File: src/logic/mipsDefs_defs.svh
`ifndef MIPS_DEFS_SVH
`define MIPS_DEFS_SVH

// Data and address width of the core
`define MIPS_WORD_WIDTH 32

// Architectural register file size
`define MIPS_REG_COUNT 32

// Register index width, log2 of the count
`define MIPS_REG_ADDR_WIDTH 5

// Address of the first instruction fetched after reset
`define MIPS_RESET_PC 32'h0000_0000

`endif
File: src/logic/mipsPkg.sv
`default_nettype none

`include "mipsDefs_defs.svh"

package mipsPkg;

	typedef logic [`MIPS_WORD_WIDTH-1:0] word_t;
	typedef logic [`MIPS_REG_ADDR_WIDTH-1:0] regAddr_t;

	typedef enum logic [5:0] {
		opRType = 6'b000000, // Operation in funct field
		opBeq   = 6'b000100,
		opBne   = 6'b000101,
		opBlez  = 6'b000110,
		opBgtz  = 6'b000111,
		opAddi  = 6'b001000,
		opAddiu = 6'b001001,
		opSlti  = 6'b001010,
		opSltiu = 6'b001011,
		opAndi  = 6'b001100,
		opOri   = 6'b001101,
		opXori  = 6'b001110,
		opLui   = 6'b001111,
		opLw    = 6'b100011,
		opSw    = 6'b101011
	} opcode_e;

	typedef enum logic [5:0] {
		functSll  = 6'b000000, // Shift amount from instruction
		functSrl  = 6'b000010,
		functSra  = 6'b000011,
		functAdd  = 6'b100000,
		functAddu = 6'b100001,
		functSub  = 6'b100010,
		functSubu = 6'b100011,
		functAnd  = 6'b100100,
		functOr   = 6'b100101,
		functXor  = 6'b100110,
		functNor  = 6'b100111,
		functSlt  = 6'b101010,
		functSltu = 6'b101011
	} funct_e;

	// ALU mode from the control unit, aluFunct defers to the funct field
	typedef enum logic [3:0] {
		aluFunct, aluAdd, aluSub, aluSlt, aluSltu, aluAnd, aluOr, aluXor, aluLui
	} aluMode_e;

	typedef enum logic {
		dstRt, // Immediates and loads
		dstRd  // R-type
	} regDstSel_e;

	typedef enum logic [1:0] {
		srcRegB, srcSignImm, srcZeroImm
	} aluSrcSel_e;

	typedef enum logic [3:0] {
		fetch, fetchWait, decode, execute,
		aluWriteback, memAddress, memWait, loadWriteback
	} cuState_e;

endpackage

`default_nettype wire

File: src/logic/mipsCore.sv
`timescale 1ns/1ps
`default_nettype none

module mipsCore (
	input  logic           CLK,
	input  logic           reset,
	input  logic           memReady,
	input  mipsPkg::word_t memReadData,
	output logic           memRead,
	output logic           memWrite,
	output mipsPkg::word_t memAddr,
	output mipsPkg::word_t memWriteData
);
	import mipsPkg::*;

	opcode_e    opcode;
	logic       pcWrite;
	logic       irWrite;
	logic       addrWrite;
	logic       dataWrite;
	logic       operandWrite;
	logic       regWrite;
	logic       branch;
	logic       addrFromAlu;
	logic       loadToReg;
	regDstSel_e regDstSel;
	aluSrcSel_e aluSrcSel;
	aluMode_e   aluMode;

	controlUnit u_controlUnit (
		.CLK (CLK), .reset (reset), .memReady (memReady), .opcode (opcode),
		.memRead (memRead), .memWrite (memWrite), .pcWrite (pcWrite), .irWrite (irWrite),
		.addrWrite (addrWrite), .dataWrite (dataWrite), .operandWrite (operandWrite),
		.regWrite (regWrite), .branch (branch), .addrFromAlu (addrFromAlu),
		.loadToReg (loadToReg), .regDstSel (regDstSel), .aluSrcSel (aluSrcSel), .aluMode (aluMode)
	);

	datapath u_datapath (
		.CLK (CLK), .reset (reset), .pcWrite (pcWrite), .irWrite (irWrite),
		.addrWrite (addrWrite), .dataWrite (dataWrite), .operandWrite (operandWrite),
		.regWrite (regWrite), .branch (branch), .addrFromAlu (addrFromAlu),
		.loadToReg (loadToReg), .regDstSel (regDstSel), .aluSrcSel (aluSrcSel),
		.aluMode (aluMode), .memReadData (memReadData), .opcode (opcode),
		.memAddr (memAddr), .memWriteData (memWriteData)
	);

endmodule

`default_nettype wire

File: src/logic/datapath.sv
`timescale 1ns/1ps
`default_nettype none

`include "mipsDefs_defs.svh"

module datapath (
	input  logic                CLK,
	input  logic                reset,
	input  logic                pcWrite,
	input  logic                irWrite,
	input  logic                addrWrite,
	input  logic                dataWrite,
	input  logic                operandWrite,
	input  logic                regWrite,
	input  logic                branch,
	input  logic                addrFromAlu,
	input  logic                loadToReg,
	input  mipsPkg::regDstSel_e regDstSel,
	input  mipsPkg::aluSrcSel_e aluSrcSel,
	input  mipsPkg::aluMode_e   aluMode,
	input  mipsPkg::word_t      memReadData,
	output mipsPkg::opcode_e    opcode,
	output mipsPkg::word_t      memAddr,
	output mipsPkg::word_t      memWriteData
);
	import mipsPkg::*;

	word_t    pc;
	word_t    instr;
	word_t    loadData;
	word_t    opA;
	word_t    opB;
	word_t    rfDataA;
	word_t    rfDataB;
	word_t    signImm;
	word_t    zeroImm;
	word_t    aluOperandB;
	word_t    aluResult;
	logic     aluZero;
	word_t    writeData;
	regAddr_t writeAddr;
	word_t    pcPlusFour;
	word_t    branchTarget;
	logic     branchTaken;

	assign opcode  = opcode_e'(instr[31:26]);
	assign signImm = {{16{instr[15]}}, instr[15:0]};
	assign zeroImm = {16'h0000, instr[15:0]};

	// PC already points past the branch here
	assign pcPlusFour   = pc + 32'd4;
	assign branchTarget = pc + {signImm[29:0], 2'b00};

	always_ff @(posedge CLK) begin
		if (reset)
			pc <= `MIPS_RESET_PC;
		else if (pcWrite)
			pc <= pcPlusFour;
		else if (branch && branchTaken)
			pc <= branchTarget;
	end

	always_ff @(posedge CLK) begin
		if (irWrite)
			instr <= memReadData;
		if (addrWrite)
			memAddr <= addrFromAlu ? aluResult : pc; // Effective address or fetch
		if (dataWrite)
			loadData <= memReadData;
		if (operandWrite) begin
			opA          <= rfDataA;
			opB          <= rfDataB;
			memWriteData <= rfDataB; // Store data from rt
		end
	end

	always_comb begin
		case (aluSrcSel)
			srcSignImm: aluOperandB = signImm;
			srcZeroImm: aluOperandB = zeroImm;
			default:    aluOperandB = opB;
		endcase
	end

	// Branch condition, evaluated only while branch is marked
	always_comb begin
		case (opcode)
			opBeq:   branchTaken = aluZero;
			opBne:   branchTaken = !aluZero;
			opBgtz:  branchTaken = $signed(opA) > 0;
			opBlez:  branchTaken = $signed(opA) <= 0;
			default: branchTaken = 1'b0;
		endcase
	end

	assign writeAddr = (regDstSel == dstRd) ? instr[15:11] : instr[20:16];
	assign writeData = loadToReg ? loadData : aluResult;

	registerFile u_registerFile (
		.CLK         (CLK),
		.reset       (reset),
		.writeEnable (regWrite),
		.readAddrA   (instr[25:21]),
		.readAddrB   (instr[20:16]),
		.writeAddr   (writeAddr),
		.writeData   (writeData),
		.readDataA   (rfDataA),
		.readDataB   (rfDataB)
	);

	alu u_alu (
		.aluMode  (aluMode),
		.funct    (funct_e'(instr[5:0])),
		.shamt    (instr[10:6]),
		.operandA (opA),
		.operandB (aluOperandB),
		.result   (aluResult),
		.zero     (aluZero)
	);

endmodule

`default_nettype wire

File: src/logic/controlUnit.sv
`timescale 1ns/1ps
`default_nettype none

module controlUnit (
	input  logic                CLK,
	input  logic                reset,
	input  logic                memReady,
	input  mipsPkg::opcode_e    opcode,
	output logic                memRead,
	output logic                memWrite,
	output logic                pcWrite,
	output logic                irWrite,
	output logic                addrWrite,
	output logic                dataWrite,
	output logic                operandWrite,
	output logic                regWrite,
	output logic                branch,
	output logic                addrFromAlu,
	output logic                loadToReg,
	output mipsPkg::regDstSel_e regDstSel,
	output mipsPkg::aluSrcSel_e aluSrcSel,
	output mipsPkg::aluMode_e   aluMode
);
	import mipsPkg::*;

	cuState_e state;
	cuState_e nextState;
	logic     isAluOp; // R-type or immediate ALU instruction
	logic     isBranch;
	logic     isLoad;
	logic     isStore;

	// Instruction class and ALU setup from the opcode
	always_comb begin
		isAluOp   = 1'b0;
		isBranch  = 1'b0;
		isLoad    = 1'b0;
		isStore   = 1'b0;
		aluMode   = aluAdd;
		aluSrcSel = srcRegB;
		case (opcode)
			opRType: begin
				isAluOp = 1'b1;
				aluMode = aluFunct;
			end
			opAddi, opAddiu: begin
				isAluOp   = 1'b1;
				aluSrcSel = srcSignImm;
			end
			opSlti, opSltiu: begin
				isAluOp   = 1'b1;
				aluMode   = (opcode == opSlti) ? aluSlt : aluSltu;
				aluSrcSel = srcSignImm; // SLTIU still sign-extends
			end
			opAndi, opOri, opXori, opLui: begin
				isAluOp   = 1'b1;
				aluSrcSel = srcZeroImm;
				case (opcode)
					opAndi:  aluMode = aluAnd;
					opOri:   aluMode = aluOr;
					opXori:  aluMode = aluXor;
					default: aluMode = aluLui;
				endcase
			end
			opBeq, opBne, opBgtz, opBlez: begin
				isBranch = 1'b1;
				aluMode  = aluSub; // Zero flag for the equality test
			end
			opLw, opSw: begin
				isLoad    = (opcode == opLw);
				isStore   = (opcode == opSw);
				aluSrcSel = srcSignImm; // Base plus offset
			end
			default: ;
		endcase
	end

	always_ff @(posedge CLK) begin
		if (reset)
			state <= fetch;
		else
			state <= nextState;
	end

	// Next state and datapath enables
	always_comb begin
		nextState    = state;
		memRead      = 1'b0;
		memWrite     = 1'b0;
		pcWrite      = 1'b0;
		irWrite      = 1'b0;
		addrWrite    = 1'b0;
		dataWrite    = 1'b0;
		operandWrite = 1'b0;
		regWrite     = 1'b0;
		branch       = 1'b0;
		addrFromAlu  = 1'b0;
		loadToReg    = 1'b0;
		regDstSel    = (opcode == opRType) ? dstRd : dstRt;
		case (state)
			fetch: begin
				addrWrite = 1'b1; // Address register takes the PC
				nextState = fetchWait;
			end
			fetchWait: begin
				memRead = 1'b1;
				if (memReady) begin
					irWrite   = 1'b1;
					pcWrite   = 1'b1; // PC plus four
					nextState = decode;
				end
			end
			decode: begin
				operandWrite = 1'b1;
				nextState    = (isAluOp || isBranch || isLoad || isStore) ? execute : fetch;
			end
			execute: begin
				branch = isBranch;
				if (isAluOp)
					nextState = aluWriteback;
				else if (isLoad || isStore)
					nextState = memAddress;
				else
					nextState = fetch;
			end
			aluWriteback: begin
				regWrite  = 1'b1;
				nextState = fetch;
			end
			memAddress: begin
				addrWrite   = 1'b1;
				addrFromAlu = 1'b1;
				nextState   = memWait;
			end
			memWait: begin
				memRead   = isLoad;
				memWrite  = isStore;
				dataWrite = isLoad && memReady;
				if (memReady)
					nextState = isLoad ? loadWriteback : fetch;
			end
			loadWriteback: begin
				regWrite  = 1'b1;
				loadToReg = 1'b1;
				nextState = fetch;
			end
			default: nextState = fetch;
		endcase
	end

endmodule

`default_nettype wire

File: src/logic/alu.sv
`timescale 1ns/1ps
`default_nettype none

module alu (
	input  mipsPkg::aluMode_e aluMode,
	input  mipsPkg::funct_e   funct,
	input  logic [4:0]        shamt,
	input  mipsPkg::word_t    operandA,
	input  mipsPkg::word_t    operandB,
	output mipsPkg::word_t    result,
	output logic              zero
);
	import mipsPkg::*;

	logic lessSigned;
	logic lessUnsigned;

	assign lessSigned   = $signed(operandA) < $signed(operandB);
	assign lessUnsigned = operandA < operandB;

	always_comb begin
		result = '0;
		case (aluMode)
			aluFunct: begin
				case (funct)
					functAdd, functAddu: result = operandA + operandB; // No overflow trap
					functSub, functSubu: result = operandA - operandB;
					functAnd:            result = operandA & operandB;
					functOr:             result = operandA | operandB;
					functXor:            result = operandA ^ operandB;
					functNor:            result = ~(operandA | operandB);
					functSlt:            result[0] = lessSigned;
					functSltu:           result[0] = lessUnsigned;
					functSll:            result = operandB << shamt;
					functSrl:            result = operandB >> shamt;
					functSra:            result = word_t'($signed(operandB) >>> shamt);
					default:             result = '0;
				endcase
			end
			aluAdd:  result = operandA + operandB;
			aluSub:  result = operandA - operandB;
			aluSlt:  result[0] = lessSigned;
			aluSltu: result[0] = lessUnsigned;
			aluAnd:  result = operandA & operandB;
			aluOr:   result = operandA | operandB;
			aluXor:  result = operandA ^ operandB;
			aluLui:  result = operandB << 16; // Immediate to upper half
			default: result = '0;
		endcase
	end

	// Used for BEQ and BNE
	assign zero = (result == '0);

endmodule

`default_nettype wire

File: src/logic/registerFile.sv
`timescale 1ns/1ps
`default_nettype none

`include "mipsDefs_defs.svh"

module registerFile (
	input  logic              CLK,
	input  logic              reset,
	input  logic              writeEnable,
	input  mipsPkg::regAddr_t readAddrA,
	input  mipsPkg::regAddr_t readAddrB,
	input  mipsPkg::regAddr_t writeAddr,
	input  mipsPkg::word_t    writeData,
	output mipsPkg::word_t    readDataA,
	output mipsPkg::word_t    readDataB
);
	import mipsPkg::*;

	word_t regs [`MIPS_REG_COUNT];

	for (genvar i = 0; i < `MIPS_REG_COUNT; i++) begin : gSlice
		if (i == 0) begin : gZero
			assign regs[i] = '0; // Hardwired zero
		end else begin : gReg
			word_t q;
			always_ff @(posedge CLK) begin
				if (reset)
					q <= '0;
				else if (writeEnable && writeAddr == regAddr_t'(i))
					q <= writeData;
			end
			assign regs[i] = q;
		end
	end

	assign readDataA = regs[readAddrA];
	assign readDataB = regs[readAddrB];

endmodule

`default_nettype wire

File: config.mk
export PLATFORM = sky130hd
export DESIGN_NAME = mipsCore
export DESIGN_NICKNAME = d
export VERILOG_FILES = /design/src/logic/mipsPkg.sv /design/src/logic/mipsCore.sv /design/src/logic/datapath.sv /design/src/logic/controlUnit.sv /design/src/logic/alu.sv /design/src/logic/registerFile.sv
export VERILOG_INCLUDE_DIRS = /design/src /design/src/logic
export SDC_FILE = /design/constraint.sdc
export NUM_CORES = 2
export LEC_CHECK = 0
export ABC_AREA = 1
export BUFFER_PORTS_ARGS = -buffer_cell sky130_fd_sc_hd__buf_2
export CORE_MARGIN = 3
export CORE_UTILIZATION = 35
export DETAILED_ROUTE_END_ITERATION = 8
export PLACE_DENSITY = 0.59
export SLEW_MARGIN = 20
export SYNTH_ARGS = -nofsm -noshare
export SYNTH_HDL_FRONTEND = slang
export SYNTH_SLANG_ARGS = --single-unit
File: constraint.sdc
create_clock -name CLK -period 6.9 [get_ports CLK]
set_input_delay 0.69 -clock CLK [delete_from_list [all_inputs] [get_ports CLK]]
set_output_delay 0.69 -clock CLK [all_outputs]
set_load 0.02 [all_outputs]
Yosys cells after proc, flatten, opt, wreduce, memory -nomap -nowiden
Cells that the tools add are included.

Add/subtract/negate cells: 4. Order comparisons: 6. Shift-type cells: 3. Bitwise operators: 6. Reductions and logical operators: 55. Muxes and demuxes: 44. Equality and inequality tests: 76.

Operators by type and width (count): $bmux 32 s5 (2); $pmux 31 s9 (1); $mux 32 (8); $pmux 31 s7 (1); $eq 5x5->1 const B (16); $eq 6x6->1 const B (12); $add 32x32->32 (2); $lt 32x32->1 (2); $pmux 32 s2 (1); $eq 6x4->1 const B (8); $eq 5x4->1 const B (8); $logic_and 1x1->1 (33); $add 32x3->32 const B (1); $and 32x32->32 (1); $eq 4x3->1 const B (8); $gt 32x1->1 const B (1); $le 32x1->1 const B (1); $logic_not 32->1 (1); $not 32->32 (1); $or 32x32->32 (1); $shl 32x5->32 (1); $shr 32x5->32 (1); $sshr 32x5->32 (1); $sub 32x32->32 (1); other kinds (37) (81).

Register bits: 1188. Output and inout port bits: 66. Input bits: 35.

Logic depth before layout (Yosys ltp)
Depth in word-level cells: 15. Gate-level depth with buffers: 46. Depth with buffers taken out: 44.

Cells and area by module
Synthesis repeated with hierarchy kept, for this count alone.

Cells, all modules: 12658. Area total of the unflattened synthesis: 77190.3 µm².

Modules (own cells, without submodules): registerFile (instances 1, seq. area each 19859.0 µm², cells each 9185, area an instance 55690.9 µm²); alu (instances 1, seq. area each 0.0 µm², cells each 2364, area an instance 11422.2 µm²); datapath (instances 1, seq. area each 5405.2 µm², cells each 1025, area an instance 9630.5 µm²); controlUnit (instances 1, seq. area each 60.1 µm², cells each 84, area an instance 446.7 µm²).

Worst setup path after synthesis
No wires, ideal clock.

Kind: input -> register. From: in memReady. To: reg u_datapath.pc[28]. Buffers on the path: 1. Data required time: 6768 ps. Path slack: 1396 ps. Cell stages on the path: 22. Arrival: 5372 ps. Setup time: 132 ps. Cell sequence: inv_1 > nor2_1 > inv_1 > clkbuf_1 > nand2_1 > ha_1 > inv_1 > fa_1 > o21ai_0 > nand2_1 > nand2_1 > a21oi_1 > o21ai_0 > a21oi_1 > inv_1 > a21o_1 > a21oi_1 > o21ai_0 > a31oi_1 > xnor2_1 > nand2_1 > a21oi_1.

Word-level cells in the longest chain between the ends: 3.

RTL lines: start, declared (RTL line mipsCore.sv:7) `input logic memReady,`; $mux 1 (*) (2 in series); named net irWrite (RTL line mipsCore.sv:18) `logic irWrite;`; $mux 32 or $reduce_bool 2->1 (tied branches); end signal, assigned (RTL line datapath.sv:56) `` pc <= `MIPS_RESET_PC; ``; end signal, assigned (RTL line datapath.sv:58) `pc <= pcPlusFour;`; end signal, assigned (RTL line datapath.sv:60) `pc <= branchTarget;`; end, declared (RTL line datapath.sv:28) `word_t pc;`.

Mark *: on every way through the listed nets, which the timed path passes. The rest lies on a longest branch. A chain may end at the register's enable or synchronous reset.

Worst setup path in the final report
From: reg u_datapath.instr[27]. To: reg u_datapath.pc[22].

Word-level cells in the longest chain between the ends: 14.

RTL lines: start, declared (RTL line datapath.sv:29) `word_t instr;`; start signal, assigned (RTL line datapath.sv:65) `instr <= memReadData;`; branches (longest 12 deep; another with $sub 32x32->32); $logic_and 1x1->1 (*) (RTL line datapath.sv:59) `else if (branch && branchTaken)`; $reduce_bool 2->1 (no source line) (*).

Every way passes the cells marked *.

==> key figures <==
Status
  • Status: completed

Synth
  • Post-synth EDFFs: 160
  • Sequential fraction of the synthesis area: 35.8%
  • Average size of a mapped cell: between 6 and 7 um2
  • Syn nets: around 11k
  • Top FF cell, synth: dfxtp_1
  • Synthesized flop and latch total: around 1.2k
  • Post-synth ARST share: 0%
  • Post-Syn Instances: about 11k
  • Yosys Warn Count: 0
  • Yosys cell types: 62
  • Synthesized area: just over 70000 um2

GRT
  • GRT Total Usage: 34.5%
  • Number of global-route vias before repair: about 73k
  • First-pass GRT wire length: roughly 540000 um
  • Gr ovfl total: 0
  • Largest net degree at the start of global routing: 253
  • Antenna violations before repair: 19

Critical path
  • Critical-path maximum fanout: 28
  • Worst EP arrival: 7.28 ns
  • FF-to-FF End: u_datapath.pc[22]$_SDFFE_PP0P_
  • CP Class: flop to flop
  • WP data required: around 7.6 ns
  • Most frequent CP cell: nand2_1
  • Worst setup EP type: flop
  • R2R Setup Slk: around 0.33 ns
  • Critical Path Start Type: flop
  • Worst flop-to-flop path startpoint: u_datapath.instr[27]$_DFFE_PP_
  • Max stage delay on crit path: between 0.4 and 0.5 ns
  • CP Launch Point: u_datapath.instr[27]$_DFFE_PP_
  • CP max-delay cell: edfxtp_1
  • Path depth of the worst reg2reg path: 40
  • Worst setup path end: u_datapath.pc[22]$_SDFFE_PP0P_

Clock network
  • Worst-path clk slew: 0.06 ns
  • Skew-Pair Late Insertion Delay: 0.85 ns
  • Clk buf depth: 3
  • Root Driver: clkbuf_16
  • Num Clock Sinks: approximately 1.2k
  • TritonCTS clock tree: built
  • H-tree depth: 4
  • TritonCTS Buffers: 140

Floorplan
  • Die height: approximately 460 um
  • Starting density of the core: 35.3%
  • Core ar.: 200000 um2
  • FP Rows: 164
  • Die Wd: 456 um
  • IO Pins: 101
  • Full die area: ~210000 um2

Flow run
  • Max-cap violations: 0

Finish
  • Reg area: between 20000 and 30000 um2
  • Area delta synth->final: 11.9%
  • Final Net Count: 10.4k
  • Layout fillers: between 20k and 25k
  • Multi-input logic area: between 30000 and 40000 um2
  • Final instance area: between 70000 and 80000 um2
  • Share of cells above drive strength 1: 8.02%

STA
  • RSZ-0062 raised after global routing: no
  • Final hold violations: 0
  • Final worst path period need: 6.57 ns
  • Worst slew margin: between 20% and 30%
  • Period utilization: a little over nine tenths
  • Worst Hold Margin: approximately 0.064 ns
  • Pins over their slew limit: 0
  • Skew final: ~0.07 ns
  • Least-Margin Pin Slew: between 1 and 1.5 ns
  • Fmax: ~150 MHz
  • Final setup violation count: 0

Route
  • WL met2: ~160000 um
  • Metal3 WL: about 37000 um
  • Routed via count: around 81k
  • Via/cell ratio: between 6 and 7
  • Top routing layer used: met5
  • DRC viols: 0
  • DRT Wirelength: about 380000 um
  • DR iter-0 viols: 12.6k
  • WL per Instance: between 20 and 30 um
  • First-pass iteration count of the detailed router: 8
  • Wl on met1: 154000 um
  • Detail Route Antenna Nets: 0

Placement
  • Placed inst area: roughly 74000 um2
  • Final Wtd Congestion: approximately 1.1
  • Port bufs: 100
  • DP HPWL: approximately 250000 um

Power
  • Leak Pwr: around 0.032 uW
  • Power Total: 20700 uW
  • Peak VDD IR: around 0.29 mV
  • Power Dens Cells: around 260 nW/um2

Worst hold path
  • Hold WC Path Type: input port to flop
cells in the mapped netlist, types with 14 or more instances:
cell type	instances	area [um2]
o21ai_0	2117	10600
a21oi_1	1265	6330
nor2_1	1244	4670
nand2_1	1168	4380
dfxtp_1	1025	20500
clkbuf_1	800	3000
nand3_1	764	3820
inv_1	721	2710
o22ai_1	204	1280
o221ai_1	184	1610
edfxtp_1	160	4800
o211ai_1	142	1070
ha_1	128	1600
buf_1	72	270
a31oi_1	71	444
buf_2	67	335
nand4_1	57	357
nor3_1	52	260
o21bai_1	39	293
xor2_1	35	307
a221oi_1	33	289
inv_2	27	101
a32oi_1	25	219
nand2_2	17	106
xnor2_1	16	140
nor4_1	14	87.6
worst min-delay path by stage:
| stage | startpoint | slack, ns | cells after the start | endpoint |
|---|---|---|---|---|
| 6_report | memReadData[15] | 0.06 | 1 | u_datapath.instr[15]$_DFFE_PP_ |
| 3_3_place_gp | u_datapath.pc[2]$_SDFFE_PP0P_ | 0.50 | 2 | u_datapath.pc[2]$_SDFFE_PP0P_ |
| 3_5_place_dp | u_datapath.pc[7]$_SDFFE_PP0P_ | 0.50 | 2 | u_datapath.pc[7]$_SDFFE_PP0P_ |
| 2_1_floorplan | u_datapath.pc[28]$_SDFFE_PP0P_ | 0.48 | 2 | u_datapath.pc[28]$_SDFFE_PP0P_ |
| 5_1_grt | memReadData[15] | 0.02 | 1 | u_datapath.loadData[15]$_DFFE_PP_ |
| 4_1_cts | memReadData[15] | 0.0001 | 1 | u_datapath.instr[15]$_DFFE_PP_ |
worst max-delay path: cells and delay by family, from the launching register on:
| family | cells | cell delay (ns) |
|---|---|---|
| AOI/OAI and AO/OA | 1 | 0.18 |
| adders and majority gates | 2 | 0.77 |
| buffers and inverters | 9 | 1.36 |
| and+or+nand+nor | 28 | 3.70 |
| DFF | 1 | 0.41 |
layer usage:
metal,global-route usage (%),vias up
met5,0,-
met4,19.3,12
met3,6.36,1009
met2,52.3,5024
met1,46.2,38500
li1,-,36000
cell families after synthesis:
group	count (synthesis)	share of synthesized area (%)
compound gates	4157	32.2
simple gates	3354	19.8
buf+inv	1709	9.33
flops	1185	35.8
fa+ha+maj	131	2.35
xor+xnor	51	0.631
final cells by class:
cell class | instances | area share, %
tap | 2656 | 4.19
sequential | 1185 | 31.9
antenna | 9 | 0.0284
timing repair buffer | 447 | 4.64
inverter | 752 | 3.62
multi-input combinational | 7694 | 49.7
clock buffer | 207 | 5.19
clock inverter | 49 | 0.691
power by group:
part           internal (uW)  total, uW  leakage [uW]  switching (uW)
logic                   1470       5840        0.0199            4370
registers               7150       7320       0.00976             171
clock network           4330       7580       0.00229            3260
layout by cell type, fill, tap and decap left out, drive strengths merged, types with 4 or more instances in the layout:
master	count
ha	128
o21a	5
xor2	35
diode	9
a21boi	6
nand2	1191
o32ai	5
buf	441
inv	755
o221ai	184
a21o	5
a211oi	11
nand3	771
o31ai	5
o21ai	2123
o22ai	204
dfxtp	1025
xnor2	16
o211ai	143
nor4	14
bufinv	4
dlygate4sd3	6
o21bai	40
a32oi	25
edfxtp	160
or2	7
nor3	52
and2	5
nor2	1252
a31oi	71
nand3b	5
clkinv	41
a32o	13
a221oi	35
a21oi	1271
clkbuf	207
nand4	57
sequential cells by signal (all words and copies together), names as in the netlist:
name and flops:
u_datapath.u_registerFile.gSlice.gReg.q 992, u_datapath.loadData 32, u_datapath.pc 30, u_datapath.memWriteData 32, u_datapath.opA 32, u_controlUnit.state 3, u_datapath.memAddr 32, u_datapath.instr 32
stage by stage:
stage | setup TNS [ns] | utilization [%] | setup WS (ns) | instances
floorplan | 0 | - | 1.40 | 10600
global placement | -0.920 | 37.1 | -0.0485 | 12700
detailed placement | 0 | 37.1 | 0.175 | 12700
CTS | 0 | 39.5 | 0.170 | 13000
global route | 0 | 39.5 | 0.0118 | 13000
finish | 0 | 39.5 | 0.330 | 13000
repair_timing:
| item | 4_1_cts | 5_1_grt |
|---|---|---|
| hold endpoints to repair | 9 | 0 |
| hold buffers | 6 | 0 |
| endpoints found under the setup margin | 0 | 30 |
| gates resized for setup | 0 | 9 |
| setup buffers | 0 | 0 |
(Power assumes the default switching activity.)
